**config.mk**
```make
export PLATFORM = sky130hd
export DESIGN_NAME = consoleTop
export DESIGN_NICKNAME = d
export VERILOG_FILES = /design/src/verilog/keyboardPkg.sv /design/src/verilog/displayPkg.sv /design/src/verilog/ps2Receiver.sv /design/src/verilog/keyFifo.sv /design/src/verilog/portRegisters.sv /design/src/verilog/vgaSync.sv /design/src/verilog/alarmTone.sv /design/src/verilog/consoleTop.sv
export VERILOG_INCLUDE_DIRS = /design/src /design/src/include
export SDC_FILE = /design/constraint.sdc
export NUM_CORES = 1
export LEC_CHECK = 0
export BUFFER_PORTS_ARGS = -buffer_cell sky130_fd_sc_hd__buf_2
export CORE_ASPECT_RATIO = 0.5
export CORE_MARGIN = 2
export CORE_UTILIZATION = 59
export CTS_BUF_LIST = sky130_fd_sc_hd__clkbuf_16
export CTS_CLUSTER_SIZE = 20
export DETAILED_ROUTE_END_ITERATION = 10
export MAX_ROUTING_LAYER = met4
export PLACE_DENSITY = 0.79
export SYNTH_ARGS = -nofsm -noshare
export SYNTH_HDL_FRONTEND = slang
export SYNTH_HIERARCHICAL = 1
export SYNTH_SLANG_ARGS = --single-unit
```
**constraint.sdc**
```tcl
create_clock -name CLK -period 3 [get_ports CLK]
set_clock_uncertainty 0.05 [all_clocks]
set_input_delay 0.6 -clock CLK [delete_from_list [all_inputs] [get_ports CLK]]
set_output_delay 0.6 -clock CLK [all_outputs]
set_load 0.03 [all_outputs]
```
**src/include/console_config.svh**
```systemverilog
// Console build constants
`ifndef CONSOLE_CONFIG_SVH
`define CONSOLE_CONFIG_SVH

`define KEY_FIFO_DEPTH 4     // Scan-code FIFO entries
`define TONE_HALF_PERIOD 50  // Clocks per half wave of the alarm

`define PIXEL_DIVIDE 4       // Clocks per pixel

`define H_VISIBLE 640        // Pixels
`define H_FRONT 16
`define H_SYNC 96
`define H_BACK 48

`define V_VISIBLE 480        // Lines
`define V_FRONT 10
`define V_SYNC 2
`define V_BACK 33

`define COLOR_PORT 8'h10     // Colour register address

`endif

```
**src/verilog/keyboardPkg.sv**
```systemverilog
// Keyboard types
package keyboardPkg;

	typedef logic [7:0] scanCode;  // Raw make code

	// Bit 0 arrives first on the wire
	typedef struct packed {
		logic stop;      // Always 1 on a good frame
		logic parity;    // Odd over data
		scanCode data;   // LSB first
		logic start;     // Always 0 on a good frame
	} ps2Frame;

	// Start, stop and odd parity check
	function automatic logic frameValid(ps2Frame f);
		logic parityOk;
		parityOk = ^{f.data, f.parity};  // Odd count of ones
		return (f.start == 1'b0) && (f.stop == 1'b1) && parityOk;
	endfunction

endpackage

```
**src/verilog/displayPkg.sv**
```systemverilog
// Display types
package displayPkg;

	typedef struct packed {
		logic [3:0] red;
		logic [3:0] green;
		logic [3:0] blue;
	} rgbColor;

	typedef logic [9:0] hCount;  // Pixel column
	typedef logic [9:0] vCount;  // Line number

	// Processor colour format, RRRGGGBB
	typedef struct packed {
		logic [2:0] red;
		logic [2:0] green;
		logic [1:0] blue;
	} colorByte;

	// Widen each field by repeating its MSB
	function automatic rgbColor expandColor(colorByte c);
		rgbColor e;
		e.red = {c.red, c.red[2]};
		e.green = {c.green, c.green[2]};
		e.blue = {c.blue, c.blue[1], c.blue[1]};
		return e;
	endfunction

endpackage

```
**src/verilog/ps2Receiver.sv**
```systemverilog
// PS/2 keyboard receiver
`timescale 1ns/1ps

module ps2Receiver (
	input logic CLK,
	input logic reset,
	input logic ps2c,                      // Keyboard clock
	input logic ps2Data,                   // Keyboard serial data
	output logic keyValid,                 // One-cycle pulse per good frame
	output keyboardPkg::scanCode keyCode
);
	import keyboardPkg::*;

	localparam int FRAME_BITS = $bits(ps2Frame);  // 11
	localparam int IDLE_TIMEOUT = 2000;           // Clocks without an edge
	localparam int IDLE_W = $clog2(IDLE_TIMEOUT);

	logic [2:0] ps2cSync;       // Three-stage synchroniser
	logic [2:0] ps2DataSync;
	logic ps2cLast;             // Delayed copy for edge detect
	logic fallEdge;
	logic lastBit;              // Stop bit is on the wire
	logic [3:0] bitCount;       // Bits taken so far
	logic [IDLE_W-1:0] idleCount;
	ps2Frame frame;
	ps2Frame nextFrame;

	always_ff @(posedge CLK) begin
		if (reset) begin
			ps2cSync <= '1;      // Lines idle high
			ps2DataSync <= '1;
			ps2cLast <= 1'b1;
		end else begin
			ps2cSync <= {ps2cSync[1:0], ps2c};
			ps2DataSync <= {ps2DataSync[1:0], ps2Data};
			ps2cLast <= ps2cSync[2];
		end
	end

	assign fallEdge = ps2cLast & ~ps2cSync[2];
	assign lastBit = (bitCount == 4'(FRAME_BITS - 1));
	assign nextFrame = ps2Frame'({ps2DataSync[2], frame[FRAME_BITS-1:1]});  // Shift in at MSB

	// Frame shifter and code output
	always_ff @(posedge CLK) begin
		if (fallEdge) begin
			frame <= nextFrame;
			if (lastBit) begin
				keyCode <= nextFrame.data;
			end
		end
	end

	always_ff @(posedge CLK) begin
		if (reset) begin
			bitCount <= '0;
			idleCount <= '0;
			keyValid <= 1'b0;
		end else begin
			keyValid <= 1'b0;                          // Default no pulse
			if (fallEdge) begin
				idleCount <= '0;
				if (lastBit) begin
					bitCount <= '0;
					keyValid <= frameValid(nextFrame);    // Bad frames dropped
				end else begin
					bitCount <= bitCount + 4'd1;
				end
			end else if (bitCount != '0) begin
				if (idleCount == IDLE_W'(IDLE_TIMEOUT - 1)) begin
					bitCount <= '0;                       // Abandon partial frame
					idleCount <= '0;
				end else begin
					idleCount <= idleCount + 1'b1;
				end
			end
		end
	end

endmodule

```
**src/verilog/keyFifo.sv**
```systemverilog
// Scan-code FIFO
`timescale 1ns/1ps
`include "console_config.svh"

module keyFifo #(
	parameter int DEPTH = `KEY_FIFO_DEPTH  // Power of two
) (
	input logic CLK,
	input logic reset,
	input logic pushKey,
	input keyboardPkg::scanCode pushCode,
	input logic popKey,
	output keyboardPkg::scanCode headCode,  // Oldest entry
	output logic empty
);
	import keyboardPkg::*;

	localparam int PTR_W = $clog2(DEPTH);

	scanCode mem [DEPTH];
	logic [PTR_W-1:0] readPtr;
	logic [PTR_W-1:0] writePtr;
	logic [PTR_W:0] fillCount;   // One extra bit for full
	logic doPush;
	logic doPop;

	assign doPush = pushKey && (fillCount != (PTR_W + 1)'(DEPTH));  // Drop when full
	assign doPop = popKey && (fillCount != '0);
	assign empty = (fillCount == '0);
	assign headCode = mem[readPtr];

	always_ff @(posedge CLK) begin
		if (doPush) begin
			mem[writePtr] <= pushCode;
		end
	end

	always_ff @(posedge CLK) begin
		if (reset) begin
			readPtr <= '0;
			writePtr <= '0;
			fillCount <= '0;
		end else begin
			if (doPush) begin
				writePtr <= writePtr + 1'b1;  // Wraps at DEPTH
			end
			if (doPop) begin
				readPtr <= readPtr + 1'b1;
			end
			case ({doPush, doPop})
				2'b10: fillCount <= fillCount + 1'b1;
				2'b01: fillCount <= fillCount - 1'b1;
				default: fillCount <= fillCount;    // Both or neither
			endcase
		end
	end

endmodule

```
**src/verilog/portRegisters.sv**
```systemverilog
// Processor port registers
`timescale 1ns/1ps
`include "console_config.svh"

module portRegisters (
	input logic CLK,
	input logic reset,
	input logic [7:0] portId,                      // Processor port address
	input logic [7:0] outPort,                     // Processor write data
	input logic writeStrobe,
	input logic keyRequest,                        // Processor wants a key
	input logic empty,                             // FIFO has nothing
	input keyboardPkg::scanCode headCode,
	output logic popKey,
	output keyboardPkg::scanCode keyOut,
	output displayPkg::colorByte displayColor,
	output keyboardPkg::scanCode lastKey           // Copy for the screen
);
	import displayPkg::*;

	logic colorWrite;

	assign popKey = keyRequest && !empty;  // Same edge as the latch
	assign colorWrite = writeStrobe && (portId == `COLOR_PORT);

	// Colour register
	always_ff @(posedge CLK) begin
		if (reset) begin
			displayColor <= '0;
		end else if (colorWrite) begin
			displayColor <= colorByte'(outPort);
		end
	end

	// Key registers take the FIFO head on a pop
	always_ff @(posedge CLK) begin
		if (reset) begin
			keyOut <= '0;
			lastKey <= '0;
		end else if (popKey) begin
			keyOut <= headCode;
			lastKey <= headCode;
		end
	end

endmodule

```
**src/verilog/vgaSync.sv**
```systemverilog
// VGA timing and pixel colour
`timescale 1ns/1ps
`include "console_config.svh"

module vgaSync (
	input logic CLK,
	input logic reset,
	input displayPkg::colorByte displayColor,  // Left half
	input keyboardPkg::scanCode lastKey,       // Right half
	output logic HS,                           // Active low
	output logic VS,                           // Active low
	output displayPkg::rgbColor RGB
);
	import displayPkg::*;

	localparam int H_TOTAL = `H_VISIBLE + `H_FRONT + `H_SYNC + `H_BACK;  // 800
	localparam int V_TOTAL = `V_VISIBLE + `V_FRONT + `V_SYNC + `V_BACK;  // 525
	localparam int H_SYNC_START = `H_VISIBLE + `H_FRONT;
	localparam int H_SYNC_END = H_SYNC_START + `H_SYNC;
	localparam int V_SYNC_START = `V_VISIBLE + `V_FRONT;
	localparam int V_SYNC_END = V_SYNC_START + `V_SYNC;
	localparam int DIV_W = $clog2(`PIXEL_DIVIDE);

	logic [DIV_W-1:0] divCount;
	logic pixelTick;     // One clock per pixel
	hCount hPos;
	vCount vPos;
	logic lineEnd;
	logic visible;
	logic hSyncOn;
	logic vSyncOn;

	assign pixelTick = (divCount == DIV_W'(`PIXEL_DIVIDE - 1));
	assign lineEnd = (hPos == hCount'(H_TOTAL - 1));
	assign visible = (hPos < hCount'(`H_VISIBLE)) && (vPos < vCount'(`V_VISIBLE));
	assign hSyncOn = (hPos >= hCount'(H_SYNC_START)) && (hPos < hCount'(H_SYNC_END));
	assign vSyncOn = (vPos >= vCount'(V_SYNC_START)) && (vPos < vCount'(V_SYNC_END));

	always_ff @(posedge CLK) begin
		if (reset) begin
			divCount <= '0;
			hPos <= '0;
			vPos <= '0;
		end else begin
			divCount <= pixelTick ? '0 : divCount + 1'b1;
			if (pixelTick) begin
				hPos <= lineEnd ? '0 : hPos + 1'b1;
				if (lineEnd) begin
					vPos <= (vPos == vCount'(V_TOTAL - 1)) ? '0 : vPos + 1'b1;
				end
			end
		end
	end

	// Registered outputs
	always_ff @(posedge CLK) begin
		if (reset) begin
			HS <= 1'b1;
			VS <= 1'b1;
			RGB <= '0;
		end else begin
			HS <= !hSyncOn;
			VS <= !vSyncOn;
			if (!visible) begin
				RGB <= '0;                                   // Blanking
			end else if (hPos < hCount'(`H_VISIBLE / 2)) begin
				RGB <= expandColor(displayColor);
			end else begin
				RGB <= expandColor(colorByte'(lastKey));     // Key code as colour
			end
		end
	end

endmodule

```
**src/verilog/alarmTone.sv**
```systemverilog
// Alarm square wave
`timescale 1ns/1ps
`include "console_config.svh"

module alarmTone (
	input logic CLK,
	input logic reset,
	input logic alarm,      // Tone while high
	output logic speaker
);
	localparam int HALF = `TONE_HALF_PERIOD;
	localparam int CNT_W = $clog2(HALF);

	logic [CNT_W-1:0] halfCount;
	logic toneTick;          // Clock enable at each half period

	assign toneTick = (halfCount == CNT_W'(HALF - 1));

	always_ff @(posedge CLK) begin
		if (reset || !alarm) begin
			halfCount <= '0;     // Silent and rearmed
			speaker <= 1'b0;
		end else if (toneTick) begin
			halfCount <= '0;
			speaker <= ~speaker;
		end else begin
			halfCount <= halfCount + 1'b1;
		end
	end

endmodule

```
**src/verilog/consoleTop.sv**
```systemverilog
// Keyboard and display console
`timescale 1ns/1ps

module consoleTop (
	input logic CLK,
	input logic reset,
	input logic [7:0] portId,
	input logic [7:0] outPort,
	input logic writeStrobe,
	input logic keyRequest,
	input logic ps2c,
	input logic ps2Data,
	input logic alarm,
	output keyboardPkg::scanCode keyOut,
	output displayPkg::rgbColor RGB,
	output logic HS,
	output logic VS,
	output logic speaker
);
	import keyboardPkg::*;
	import displayPkg::*;

	logic keyValid;           // Receiver to FIFO
	scanCode keyCode;
	logic popKey;             // Port block to FIFO
	scanCode headCode;
	logic fifoEmpty;
	colorByte displayColor;   // Port block to display
	scanCode lastKey;

	ps2Receiver receiver (
		.CLK(CLK),
		.reset(reset),
		.ps2c(ps2c),
		.ps2Data(ps2Data),
		.keyValid(keyValid),
		.keyCode(keyCode)
	);

	keyFifo fifo (
		.CLK(CLK),
		.reset(reset),
		.pushKey(keyValid),
		.pushCode(keyCode),
		.popKey(popKey),
		.headCode(headCode),
		.empty(fifoEmpty)
	);

	portRegisters ports (
		.CLK(CLK),
		.reset(reset),
		.portId(portId),
		.outPort(outPort),
		.writeStrobe(writeStrobe),
		.keyRequest(keyRequest),
		.empty(fifoEmpty),
		.headCode(headCode),
		.popKey(popKey),
		.keyOut(keyOut),
		.displayColor(displayColor),
		.lastKey(lastKey)
	);

	vgaSync vga (
		.CLK(CLK),
		.reset(reset),
		.displayColor(displayColor),
		.lastKey(lastKey),
		.HS(HS),
		.VS(VS),
		.RGB(RGB)
	);

	alarmTone tone (
		.CLK(CLK),
		.reset(reset),
		.alarm(alarm),
		.speaker(speaker)
	);

endmodule

```
* After elaboration in Yosys (flattened, before gate mapping)
Memories as Yosys holds them, arrays and structs flattened. A register that Yosys moved wholly into a read port is not among the register bits.
Index checks and enable logic that the tools add are counted.
** Word-level totals
- Memories kept :: 1
- Bits in latches :: 0
- Bits in writable memories :: 32
- Word-level logic and storage cells :: 101
- Register bits after elaboration :: 99
- Output and inout bits :: 23
- Bits in read-only memories :: 0
- Input bits :: 23
** Cells by class
- $lt $le $gt $ge :: 7
- Bitwise operators :: 7
- Multiply operators :: 0
- Divide/modulo/power cells :: 0
- Multiplexer cells :: 11
- Reduce and logical (&&, ||, !) cells :: 29
- Shift-type cells :: 0
- Add/subtract/negate cells :: 10
- Eq/ne operators :: 10
** Memory list
- fifo.mem :: depth 4, bits a word 8, read ports 1, clocked after memory_dff 1, write ports 1, RTL line keyFifo.sv:20 : scanCode mem [DEPTH];
** Operators with widths (number)
- 10-bit by 9-bit < comparator with 1-bit output, second input constant :: 3
- 10-bit by 1-bit adder with 10-bit output, second input constant :: 2
- 10-bit == test, second input constant :: 2
- 10-bit < comparator, second input constant :: 2
- 10-bit two-way mux :: 2
- 4-bit two-way mux :: 4
- 12-bit two-way mux :: 1
- 11-bit by 1-bit adder with 11-bit output, second input constant :: 1
- 11-bit == test, second input constant :: 1
- 11-bit two-way mux :: 1
- 10-bit >= comparator, second input constant :: 1
- 10-bit by 9-bit >= comparator with 1-bit output, second input constant :: 1
- 1-bit logical AND :: 9
- 9-bit parity :: 1
- 8-bit by 5-bit == test with 1-bit output, second input constant :: 1
- 2-bit OR reduction :: 4
- 2-bit by 1-bit adder with 2-bit output, second input constant :: 3
- 6-bit by 1-bit adder with 6-bit output, second input constant :: 1
- 6-bit == test, second input constant :: 1
- 1-bit inverter :: 6
- 3-bit one-hot mux with 2 select lines :: 1
- 2-bit AND reduction :: 3
- 2-bit nonzero test :: 3
- 4-bit by 1-bit adder with 4-bit output, second input constant :: 1
- other kinds (14) :: 19

* Depth between registers and ports, before layout
Gate-level depths: netlist of the first run.
- Word-level depth :: 6
- Gate-level depth with buffers :: 12

* Modules after synthesis
The synthesis of the first run kept the hierarchy.
** Modules (own cells, without submodules)
- keyFifo :: seq. area each 1141.1 µm², area an instance 1639.1 µm², times used 1, cells each 95
- ps2Receiver :: seq. area each 1001.0 µm², area an instance 1596.5 µm², times used 1, cells each 130
- vgaSync :: seq. area each 640.6 µm², area an instance 1478.9 µm², times used 1, cells each 165
- portRegisters :: seq. area each 320.3 µm², area an instance 724.4 µm², times used 1, cells each 81
- alarmTone :: seq. area each 140.1 µm², area an instance 306.5 µm², times used 1, cells each 30

* Worst setup path before layout of the first run
OpenSTA, ideal clock, no wires.
- Path type :: in2reg
- Start :: in keyRequest
- End :: reg fifo.fillCount[2]
- Slack :: 0.563 ns
- Path buffers :: 1
- Arrival :: 2.316 ns
- Cell stages on the path :: 11
- Required time :: 2.880 ns
- Cells stage by stage :: nand2b_1 > buf_2 > inv_2 > o31ai_1 > inv_1 > ha_1 > inv_1 > fa_1 > xor2_1 > or3_2 > a21oi_1
** Between the ends
- Word-level cells in the longest chain between the ends :: 4
- Elaborated cells on any way between the ends :: 6
- Those cells by class :: eq/ne: 2; mux: 1; reduce/logical: 3
** Ends and longest elaborated chain
- start, declared :: RTL line consoleTop.sv:10 : input logic keyRequest,
- 1-bit logical AND (*) :: RTL line portRegisters.sv:23 : assign popKey = keyRequest && !empty;
- net popKey :: RTL line consoleTop.sv:25 : logic popKey;
- 1-bit logical AND (*) :: RTL line keyFifo.sv:28 : assign doPop = popKey && (fillCount != '0);
- net fifo.doPop :: RTL line keyFifo.sv:25 : logic doPop;
- 2-bit by 1-bit == test with 1-bit output / 2-bit == test (equally long branches) :: RTL line keyFifo.sv:50 : case ({doPush, doPop})
- 3-bit one-hot mux with 2 select lines / 2-bit nonzero test (equally long branches)
- end signal, assigned :: RTL line keyFifo.sv:51 : 2'b10: fillCount <= fillCount + 1'b1;
- end signal, assigned :: RTL line keyFifo.sv:52 : 2'b01: fillCount <= fillCount - 1'b1;
- end signal, assigned :: RTL line keyFifo.sv:53 : default: fillCount <= fillCount;
- end, declared :: RTL line keyFifo.sv:23 : logic [PTR_W:0] fillCount;
The timed path passes the listed nets; every way through them passes the cells marked *.
A chain may end at the register's enable or synchronous reset.

* Worst setup path after layout of the first run
- Start :: reg fifo.fillCount[2]
- End :: reg fifo.fillCount[2]
** Between the ends
- Word-level cells in the longest chain between the ends :: 6
- Elaborated cells on any way between the ends :: 13
- Those cells by class :: add/sub: 2; eq/ne: 3; mux: 1; reduce/logical: 7
** Ends and longest elaborated chain
- 3-bit logical NOT (*) :: RTL line keyFifo.sv:29 : assign empty = (fillCount == '0);
- net fifoEmpty :: RTL line consoleTop.sv:27 : logic fifoEmpty;
- 1-bit logical NOT (*) :: RTL line portRegisters.sv:23
- 1-bit logical AND (*) :: RTL line portRegisters.sv:23
- net popKey :: RTL line consoleTop.sv:25
- 1-bit logical AND (*) :: RTL line keyFifo.sv:28
- net fifo.doPop :: RTL line keyFifo.sv:25
- 2-bit by 1-bit == test with 1-bit output / 2-bit == test (equally long branches) :: RTL line keyFifo.sv:50
- 3-bit one-hot mux with 2 select lines / 2-bit nonzero test (equally long branches)
Marked as above.

==> impl_metrics.ini, run 1 <==
[detailed_routing]
finalWirelength_um = 10500
dr.pass1.iters = 5
drc = 0
ant_nets = 0
initialDrtViolationCount = 163
wl_per_cell_um = 15.2
vias_per_cell = 5.37
vias = 3700

[clock_tree]
post-cts-setup-buffers = 0
cts_sinks = 137
cts_hold_buf = 0
clk_pin_slew_ns = 0.06
clk_latency_ns = 0.42
max-clock-path-buffers = 2
htree_levels = 4
cts_tree = built
cts_resized = 0
root_buffer = clkbuf_16
cts_made_buffers = 17

[layout]
layout.nets = 581
fin_util_pct = 69.9
final_layout_size_suffix_gt1_share_pct = 19.5
area_delta_synth_final_pct = 15.0
num_antenna_cells = 0
fillCellCount = 694

[floorplan]
initial_core_util_pct = 60.8
pin_count = 46
die_h_um = 73.8
core-area_um2 = 9450
dieWidth_um = 144
rows = 25
dieArea_um2 = 10600

[synthesis]
synthesis.instances = 501
synth_edf_count = 50
ys_top_cells_by_count = dfxtp_1 (87), edfxtp_1 (50), nor2_1 (40), nand2_1 (34), a21oi_1 (23)
synthFlopType = dfxtp_1
synth_top_family_by_area = simple AND/OR/NAND/NOR gates
synth-xor-area-share_pct = 5.12
syn_area_um2 = 5750
synth_area_leaders = dfxtp_1 (30%), edfxtp_1 (26%), ha_1 (3.5%)
synth_compound_area_share_pct = 5.12
synthArstFlopShare_pct = 0
synth_top_cell_by_area = dfxtp_1
synthAdderAreaFrac_pct = 3.83
ys_types = 61
synth_area_per_cell_um2 = 11.5
syn_nets = 541
yosys-mux-area-fraction_pct = 6.29
synth-seq-cells = 137
yosys_warnings = 6
synth_top_area_share_pct = 30.3
seq_area_frac_synth_pct = 56.4
synth_most_common_cell = dfxtp_1
synthSimpleGateAreaFrac_pct = 19.0

[global_route]
grt_use_total_pct = 21.5
grt_pass1_vias = 3509
met2_usage_pct = 35.6
grt_pass1_wl_um = 16600
gr-total-overflow = 0
met3_usage_pct = 6.39
top_usage_layer = met2
grt_max_degree = 50
antenna_found_initial = 0
use_met1_pct = 25.5

[critical_path]
slowest_stage = dfxtp_1
max_stage_delay_ns = 0.46
path_cells = nor3_2 > nand2b_1 > inv_2 > o31ai_1 > inv_1 > ha_1 > inv_1 > fa_1 > xor2_1 > or3_2 > a21oi_1
critPathMostFrequentCell = inv_1
critPathKind = reg2reg
cp-start-kind = register
cp.required_ns = 3.29
crit_path_max_fanout = 10
critPathArrivalTime_ns = 2.89
cp-end-kind = register

[power]
power_density_nw_per_um2 = 630
leakage_uw = 0.00241
ir_drop_mv = 0.498

[sta]
setup_viol = 0
hold_violations = 0
fin_crit_sh_pct = 86.6
slew-limit-headroom_pct = 37.2
tns_ns = 0
worst_slew_pin_slew_ns = 0.938
fin_crit_ns = 2.60
max_freq_mhz = 385
finalMaxSlewViolations = 0
rsz0062_at_grt = false

[placement]
hpwl_um = 6660
placement.io_buffers = 45
globalplace.congestion = 0.775

[run]
drv_cap = 0

[run_status]
outcome = finished clean

[hold_path]
min_path_type = in2reg
-- layout by cell type, fill, tap and decap left out, drive strengths merged, types with 7 or more instances in the layout --
master and instances:
edfxtp 50, nand2 34, or2 7, clkbuf 17, nand2b 22, ha 16, xor2 13, o21ai 13
xnor2 18, mux2i 17, nand3 17, or3 14, nand4 9, nor2 40, inv 21, a21oi 25
nor3 13, mux4 8, buf 48, dfxtp 87
-- metal layers --
metal  up-vias  part of all wire, %
met3        17                  3.7
met2        60                   49
met4         0                  1.6
li1       1847                    -
met5         -                    0
met1      1776                   45
-- path summary, 6_finish.rpt --
check                  startpoint                      end  slack [ns]  depth (start not counted)
max             fifo/fillCount[2]        fifo/fillCount[2]        0.40                         11
min                       ps2Data  receiver/ps2DataSync[0]        0.32                          2
max reg2reg     fifo/fillCount[2]        fifo/fillCount[2]        0.40                         11
min reg2reg  receiver/ps2cSync[1]     receiver/ps2cSync[2]        0.36                          1
-- final cells by class --
type / instances / area (um2) / area share (%)
Inverter: 20 / 75.1 / 1.14
Sequential cell: 137 / 3240 / 49.1
Multi-Input combinational cell: 317 / 2260 / 34.2
Tap cell: 135 / 169 / 2.56
Clock buffer: 17 / 425 / 6.44
Timing Repair Buffer: 48 / 248 / 3.75
Clock inverter: 15 / 184 / 2.78
-- kinds of logic (layout without fill, tap and decap cells) --
kind of cell	after synthesis	after routing
AO/OA/AOI/OAI	49	49
XOR/XNOR	32	32
adder cells (fa/ha/maj)	17	17
buffers and inverters	47	100
flip-flops	137	137
multiplexers	26	26
AND/OR/NAND/NOR	193	193
-- flip-flops by register name, summed over array words and instances (netlist names), 2 cells and up, named ones only --
name	count
receiver/ps2cSync	3
fifo/writePtr	2
ports/displayColor	8
fifo/readPtr	2
ports/lastKey	8
receiver/ps2DataSync	3
vga/divCount	2
vga/vPos	10
vga/hPos	10
receiver/keyCode	8
fifo/mem	32
fifo/fillCount	3
receiver/frame	10
receiver/bitCount	4
receiver/idleCount	11
tone/halfCount	6
vga/RGB	8
-- per-stage QoR --
stage	std cells	instance area, um2	setup WS, ns	hold WS (ns)	power, uW
after floorplan	501	5750	0.563	0.339	2030
after global placement	657	6000	0.526	0.342	2060
after detailed placement	657	6000	0.455	0.345	2060
after CTS	689	6610	0.394	0.303	4200
after global routing	689	6610	0.245	0.308	4300
final	689	6610	0.403	0.316	4160
-- where the power goes --
group          leakage (uW)  internal [uW]  switching (uW)
clock network      0.000287           1370             769
logic              0.000976           37.2            44.8
registers           0.00115           1930            9.51
total               0.00241           3340             823
-- critical path: cells and delay by family (launching register included) --
family | cells | cell delay [ns]
AOI/OAI and AO/OA | 2 | 0.29
xor gates and xnor gates | 1 | 0.17
adders and majority gates | 2 | 0.58
buffers and inverters | 3 | 0.31
DFF | 1 | 0.46
and+or+nand+nor | 3 | 0.66
(Power assumes the default switching activity.)
==> run 2, diff against run 1 <==
--- a/config.mk
+++ b/config.mk
@@ -6,15 +6,17 @@
 export SDC_FILE = /design/constraint.sdc
 export NUM_CORES = 1
 export LEC_CHECK = 0
+export ABC_AREA = 1
 export BUFFER_PORTS_ARGS = -buffer_cell sky130_fd_sc_hd__buf_2
 export CORE_ASPECT_RATIO = 0.5
 export CORE_MARGIN = 2
-export CORE_UTILIZATION = 59
+export CORE_UTILIZATION = 60
 export CTS_BUF_LIST = sky130_fd_sc_hd__clkbuf_16
 export CTS_CLUSTER_SIZE = 20
 export DETAILED_ROUTE_END_ITERATION = 10
+export GPL_TIMING_DRIVEN = 1
 export MAX_ROUTING_LAYER = met4
-export PLACE_DENSITY = 0.79
+export PLACE_DENSITY = 0.8
 export SYNTH_ARGS = -nofsm -noshare
 export SYNTH_HDL_FRONTEND = slang
 export SYNTH_HIERARCHICAL = 1
==> run 2 against run 1 <==
  * First-iteration DRC count is 69% higher
  * Critical path depth is 4 higher
  * Count of clock-buffer cells in the layout stayed put
  * Worst setup slack better by 0.41 ns
  * Core utilization is 1.3 points lower
  * Register-to-register slack better by 0.41 ns
  * Global-route usage is 0.079 points higher
  * Critical endpoint unchanged
  * Fmax is 19% higher
  * Worst hold slack better by 0.0088 ns
  * Cell count is 29% higher
  * Sequential cell count stayed put
  * Wire length is 5.7% higher
==> impl_metrics.ini, run 2 <==
[synthesis]
synth_area_leaders = dfxtp_1 (28%), edfxtp_1 (24%), nand2_1 (6.8%)
synth-seq-cells = 137
syn_nets = 729
yosys_warnings = 6
ys_top_cells_by_count = nand2_1 (112), nor2_1 (110), dfxtp_1 (87), inv_1 (86), edfxtp_1 (50)
synthFlopType = dfxtp_1
synth_area_per_cell_um2 = 8.93
synth_most_common_cell = nand2_1
synthArstFlopShare_pct = 0
synth_edf_count = 50
synth_top_area_share_pct = 28.3
ys_types = 42
syn_area_um2 = 6150
synth_top_cell_by_area = dfxtp_1
seq_area_frac_synth_pct = 52.7
synthesis.instances = 689

[critical_path]
cp-end-kind = register
critPathArrivalTime_ns = 2.44
crit_path_max_fanout = 12
cp-start-kind = register
critPathKind = reg2reg
cp.required_ns = 3.25

[detailed_routing]
wl_per_cell_um = 12.5
ant_nets = 0
finalWirelength_um = 11100
wl_met2_um = 5470
vias_per_cell = 5.09
dr.pass1.iters = 4
top_layer_used = met4
drc = 0
dr_wl_met3_um = 476
met1_length_um = 4970
vias = 4519
initialDrtViolationCount = 276

[hold_path]
min_path_type = in2reg

[clock_tree]
cts_tree = built
root_buffer = clkbuf_16
clk_latency_ns = 0.41
htree_levels = 4
cts_sinks = 137
max-clock-path-buffers = 2
cts_made_buffers = 17
post-cts-setup-buffers = 0
clk_pin_slew_ns = 0.06
cts_hold_buf = 0
cts_resized = 0

[layout]
mostFrequentLayoutCells = nand2_1 (112), nor2_1 (110), inv_1 (89), dfxtp_1 (87), edfxtp_1 (50)
num_antenna_cells = 0
mostFrequentLayoutCell = nand2_1
layout.nets = 775
fin_util_pct = 68.6
final_cells = 888
final_layout_size_suffix_gt1_share_pct = 18.2
top_register = fifo/mem
reg_top3 = fifo/mem (32), receiver/idleCount (11)
largest_reg_flops = 32
area_delta_synth_final_pct = 12.4

[global_route]
grt_pass1_wl_um = 18100
grt_use_total_pct = 21.6
grt_max_degree = 27
antenna_found_initial = 0
gr-total-overflow = 0
grt_pass1_vias = 4126

[floorplan]
rows = 26
dieArea_um2 = 11100
dieWidth_um = 147
pin_count = 46
core-area_um2 = 10100
initial_core_util_pct = 61.0
die_h_um = 75.6

[run]
drv_cap = 0

[power]
ir_drop_mv = 0.404
leakage_uw = 0.00287
power_density_nw_per_um2 = 547

[placement]
dp_slack_ns = 0.756
hpwl_um = 7690
placement.io_buffers = 45
globalplace.congestion = 0.834
placed_cells_incl_taps = 856

[sta]
layout_setup_ws_ns = 0.811
finalHoldWorstSlack_ns = 0.325
setup_viol = 0
worst_slew_pin_slew_ns = 0.783
hold_violations = 0
finalMaxSlewViolations = 0
fin_crit_ns = 2.19
max_freq_mhz = 457
tns_ns = 0
fin_crit_sh_pct = 73.0
slew-limit-headroom_pct = 47.6
rsz0062_at_grt = false

[run_status]
outcome = finished clean
run 2: cell types whose count changed in the layout (fill, tap and decap cells not counted), sizes merged, moves of 14 or more:
cell	before	now
nand2	34	127
nor2	40	130
inv	21	96
o21ai	13	36
nand2b	22	0
nand3	17	38
mux2i	17	0
or3	14	0
run 2: final cells by class:
type | instances | area, um2
Clock inverter | 15 | 71.3
Sequential cell | 137 | 3240
Timing Repair Buffer | 45 | 225
Tap cell | 140 | 175
Fill cell | 760 | 3170
Inverter | 93 | 352
Clock buffer | 17 | 425
Multi-Input combinational cell | 441 | 2420
run 2: logic make-up (layout without fill, tap and decap cells):
group,count (synthesis),after routing,synth area share (%)
XOR/XNOR,16,16,2.28
AND/OR/NAND/NOR,326,326,25.8
buffers and inverters,111,170,7.89
flip-flops,137,137,52.7
AO/OA/AOI/OAI,82,82,7.77
adder cells (fa/ha/maj),17,17,3.58
run 2: metrics by stage:
| step | power (uW) | instance area (um2) |
|---|---|---|
| after global placement | 2070 | 6420 |
| after floorplan | 2040 | 6150 |
| after global routing | 3920 | 6920 |
| final | 3780 | 6920 |
| after detailed placement | 2080 | 6420 |
| after CTS | 3800 | 6920 |
run 2: path summary, 6_finish.rpt:
| check | from | to | slack, ns | depth (start not counted) |
|---|---|---|---|---|
| max | fifo/fillCount[1] | fifo/fillCount[2] | 0.81 | 15 |
| min | ps2c | receiver/ps2cSync[0] | 0.33 | 2 |
| max reg2reg | fifo/fillCount[1] | fifo/fillCount[2] | 0.81 | 15 |
| min reg2reg | receiver/ps2cSync[0] | receiver/ps2cSync[1] | 0.36 | 1 |
run 2: power breakdown:
group | internal (uW) | total [uW] | leakage (uW) | switching [uW]
Clock | 1020 | 1740 | 0.000255 | 721
Combinational | 34.9 | 100 | 0.00146 | 65.3
Sequential | 1930 | 1940 | 0.00115 | 8.94
Total | 2980 | 3780 | 0.00287 | 795
run 2: worst max-delay path, stage by stage, from the launching register on:
cell and delay [ns]:
dfxtp_1 0.36, nor2_2 0.07, nand2_1 0.12, inv_1 0.09
nor2_4 0.24, nand2_1 0.11, inv_1 0.10, ha_1 0.17
inv_1 0.06, fa_1 0.39, inv_1 0.07, nand2_1 0.04
nand3_1 0.08, nand2_1 0.06, nand2_1 0.05, nor2_1 0.04
run 2: routing by layer:
| metal | GRT usage (%) | vias to the layer above |
|---|---|---|
| met5 | - | - |
| met4 | 9.08 | 0 |
| met3 | 5.99 | 18 |
| met2 | 37.0 | 83 |
| met1 | 24.8 | 2099 |
| li1 | - | 2319 |
==> run 3, diff against run 2 <==
==> constraint.sdc (replaced) <==
create_clock -name CLK -period 2.1 [get_ports CLK]
set_clock_uncertainty 0.05 [all_clocks]
set_input_delay 0.42 -clock CLK [delete_from_list [all_inputs] [get_ports CLK]]
set_output_delay 0.42 -clock CLK [all_outputs]
set_load 0.03 [all_outputs]
==> run 3 against run 2 <==
  * Power increased by 52%
  * Cell count up 1.0%
  * Critical path depth did not move
  * Sequential cell count is the same
  * Count of clock-buffer cells in the layout unchanged
  * Worst setup slack worse by 0.67 ns
  * Die area unchanged
  * Sequential share of layout area down 0.97 points
  * Core utilization rose by 1.5 points
  * Worst hold slack worse by 0.18 ns
  * Register-to-register slack got worse by 0.67 ns
  * Via count about the same
  * Critical path type unchanged
  * Highest routed layer unchanged
==> impl_metrics.ini, run 3 (same netlist as run 2, synthesis figures left out) <==
[layout]
fin_util_pct = 70.1
largest_reg_flops = 32
num_antenna_cells = 0
regArea_um2 = 3250
layout.nets = 784
multi_input_area_um2 = 2430
top_register = fifo/mem
reg_top3 = fifo/mem (32), receiver/idleCount (11)
mostFrequentLayoutCells = nor2_1 (110), nand2_1 (110), inv_1 (89), dfxtp_1 (84), edfxtp_1 (50)
area_delta_synth_final_pct = 14.9
final_cells = 897
fillCellCount = 757
final_layout_size_suffix_gt1_share_pct = 20.5

[detailed_routing]
dr.pass1.iters = 5
wl_per_cell_um = 12.5
initialDrtViolationCount = 183
vias = 4515
ant_nets = 0
vias_per_cell = 5.03
finalWirelength_um = 11200
drc = 0

[critical_path]
crit_cells = 15
reg2reg_from = fifo/fillCount[2]
reg2reg_slack_ns = 0.15
critPathMostFrequentCell = inv_1
crit_buf_inv = 5
critPathKind = reg2reg
critPathArrivalTime_ns = 2.20
rr_worst_depth = 15
crit_path_max_fanout = 3
path_cells = inv_1 > nand2_2 > inv_1 > nor2_4 > nand2_2 > inv_2 > ha_2 > inv_1 > fa_2 > inv_1 > nand2_1 > nand3_1 > nand2_1 > nand2_1 > nor2_1
startpoint = fifo/fillCount[2]
cp-start-kind = register
cp_top_family = simple AND/OR/NAND/NOR gates
cp-end-kind = register
endpoint = fifo/fillCount[2]
slowest_stage = fa_2
rr_endpoint = fifo/fillCount[2]
max_stage_delay_ns = 0.37
cp.required_ns = 2.35

[hold_path]
min_path_type = in2reg

[global_route]
grt_max_degree = 27
grt_use_total_pct = 21.8
antenna_found_initial = 0
gr-total-overflow = 0
grt_pass1_wl_um = 18200
grt_pass1_vias = 4122

[floorplan]
dieArea_um2 = 11100
initial_core_util_pct = 61.0
pin_count = 46
core-area_um2 = 10100
dieWidth_um = 147
die_h_um = 75.6
rows = 26

[clock_tree]
max-clock-path-buffers = 2
cts_made_buffers = 17
cts_hold_buf = 0
cts_tree = built
clk_pin_slew_ns = 0.06
clk_latency_ns = 0.41
htree_levels = 4
root_buffer = clkbuf_16
cts_sinks = 137

[run_status]
outcome = finished clean

[sta]
max_freq_mhz = 512
slew-limit-headroom_pct = 45.3
fin_crit_sh_pct = 93.1
setup_viol = 0
worst_slew_pin_slew_ns = 0.819
finalMaxSlewViolations = 0
finalHoldWorstSlack_ns = 0.142
tns_ns = 0
fin_crit_ns = 1.95
hold_violations = 0

[run]
drv_cap = 0

[power]
power_density_nw_per_um2 = 813
internal_power_uw = 4630
clock_power_share_pct = 49.4
p_seq_share_pct = 48.2
p_sw_uw = 1120
leakage_uw = 0.00296
ir_drop_mv = 0.590
switching_share_pct = 19.4
combPwrFrac_pct = 2.4
power.total_uw = 5750

[placement]
globalplace.congestion = 0.822
placement.io_buffers = 45
placed_cells_incl_taps = 864
hpwl_um = 7590
==> run 3: worst min-delay path by stage <==
stage,from,depth (start not counted),slack (ns),endpoint
after floorplan,receiver/ps2DataSync[0],1,0.34,receiver/ps2DataSync[1]
after global placement,receiver/ps2cSync[1],1,0.34,receiver/ps2cSync[2]
after detailed placement,receiver/ps2cSync[1],1,0.34,receiver/ps2cSync[2]
after CTS,ps2c,2,0.12,receiver/ps2cSync[0]
after global routing,ps2c,2,0.12,receiver/ps2cSync[0]
final,ps2c,2,0.14,receiver/ps2cSync[0]
==> run 3: power groups by stage <==
stage | Sequential (uW) | Clock [uW] | Combinational, uW
3_3_place_gp | 2820 | 0 | 136
2_1_floorplan | 2820 | 0 | 97.0
5_1_grt | 2770 | 3030 | 160
3_5_place_dp | 2820 | 0 | 140
4_1_cts | 2770 | 2900 | 140
6_report | 2770 | 2840 | 139
==> run 3: stage by stage <==
step | cell area [um2] | worst slack, ns
detailed placement | 6480 | 0.0447
CTS | 7050 | 0.00856
global placement | 6480 | 0.192
floorplan | 6150 | 0.168
global route | 7070 | -0.00311
finish | 7070 | 0.145
==> run 3: timing repair <==
item                                    4_1_cts  5_1_grt
buffers inserted                              0        1
gates cloned                                  0        0
gates resized for setup                       1        7
endpoints found under the setup margin        1        2
pin swaps                                     0        3
==> run 3: area by class of cell <==
cell class	count	share of cell area [%]
Sequential cell	137	45.9
Multi-Input combinational cell	441	34.4
Clock buffer	17	6.02
Inverter	93	4.97
Timing Repair Buffer	54	4.14
Tap cell	140	2.48
Clock inverter	15	2.04
==> run 3: metal layers <==
layer	vias to the layer above	track usage, %	part of all wire, %
li1	2336	-	-
met2	106	38.0	51
met5	-	-	0
met1	2065	24.3	43
met4	0	9.83	0.54
met3	8	6.17	5.3
==> run 3: worst register-to-register path, delay by kind of cell, from the launching register on <==
family | cells | cell delay (ns)
simple gates | 8 | 0.57
buf+inv | 5 | 0.37
flops | 1 | 0.33
fa+ha+maj | 2 | 0.54
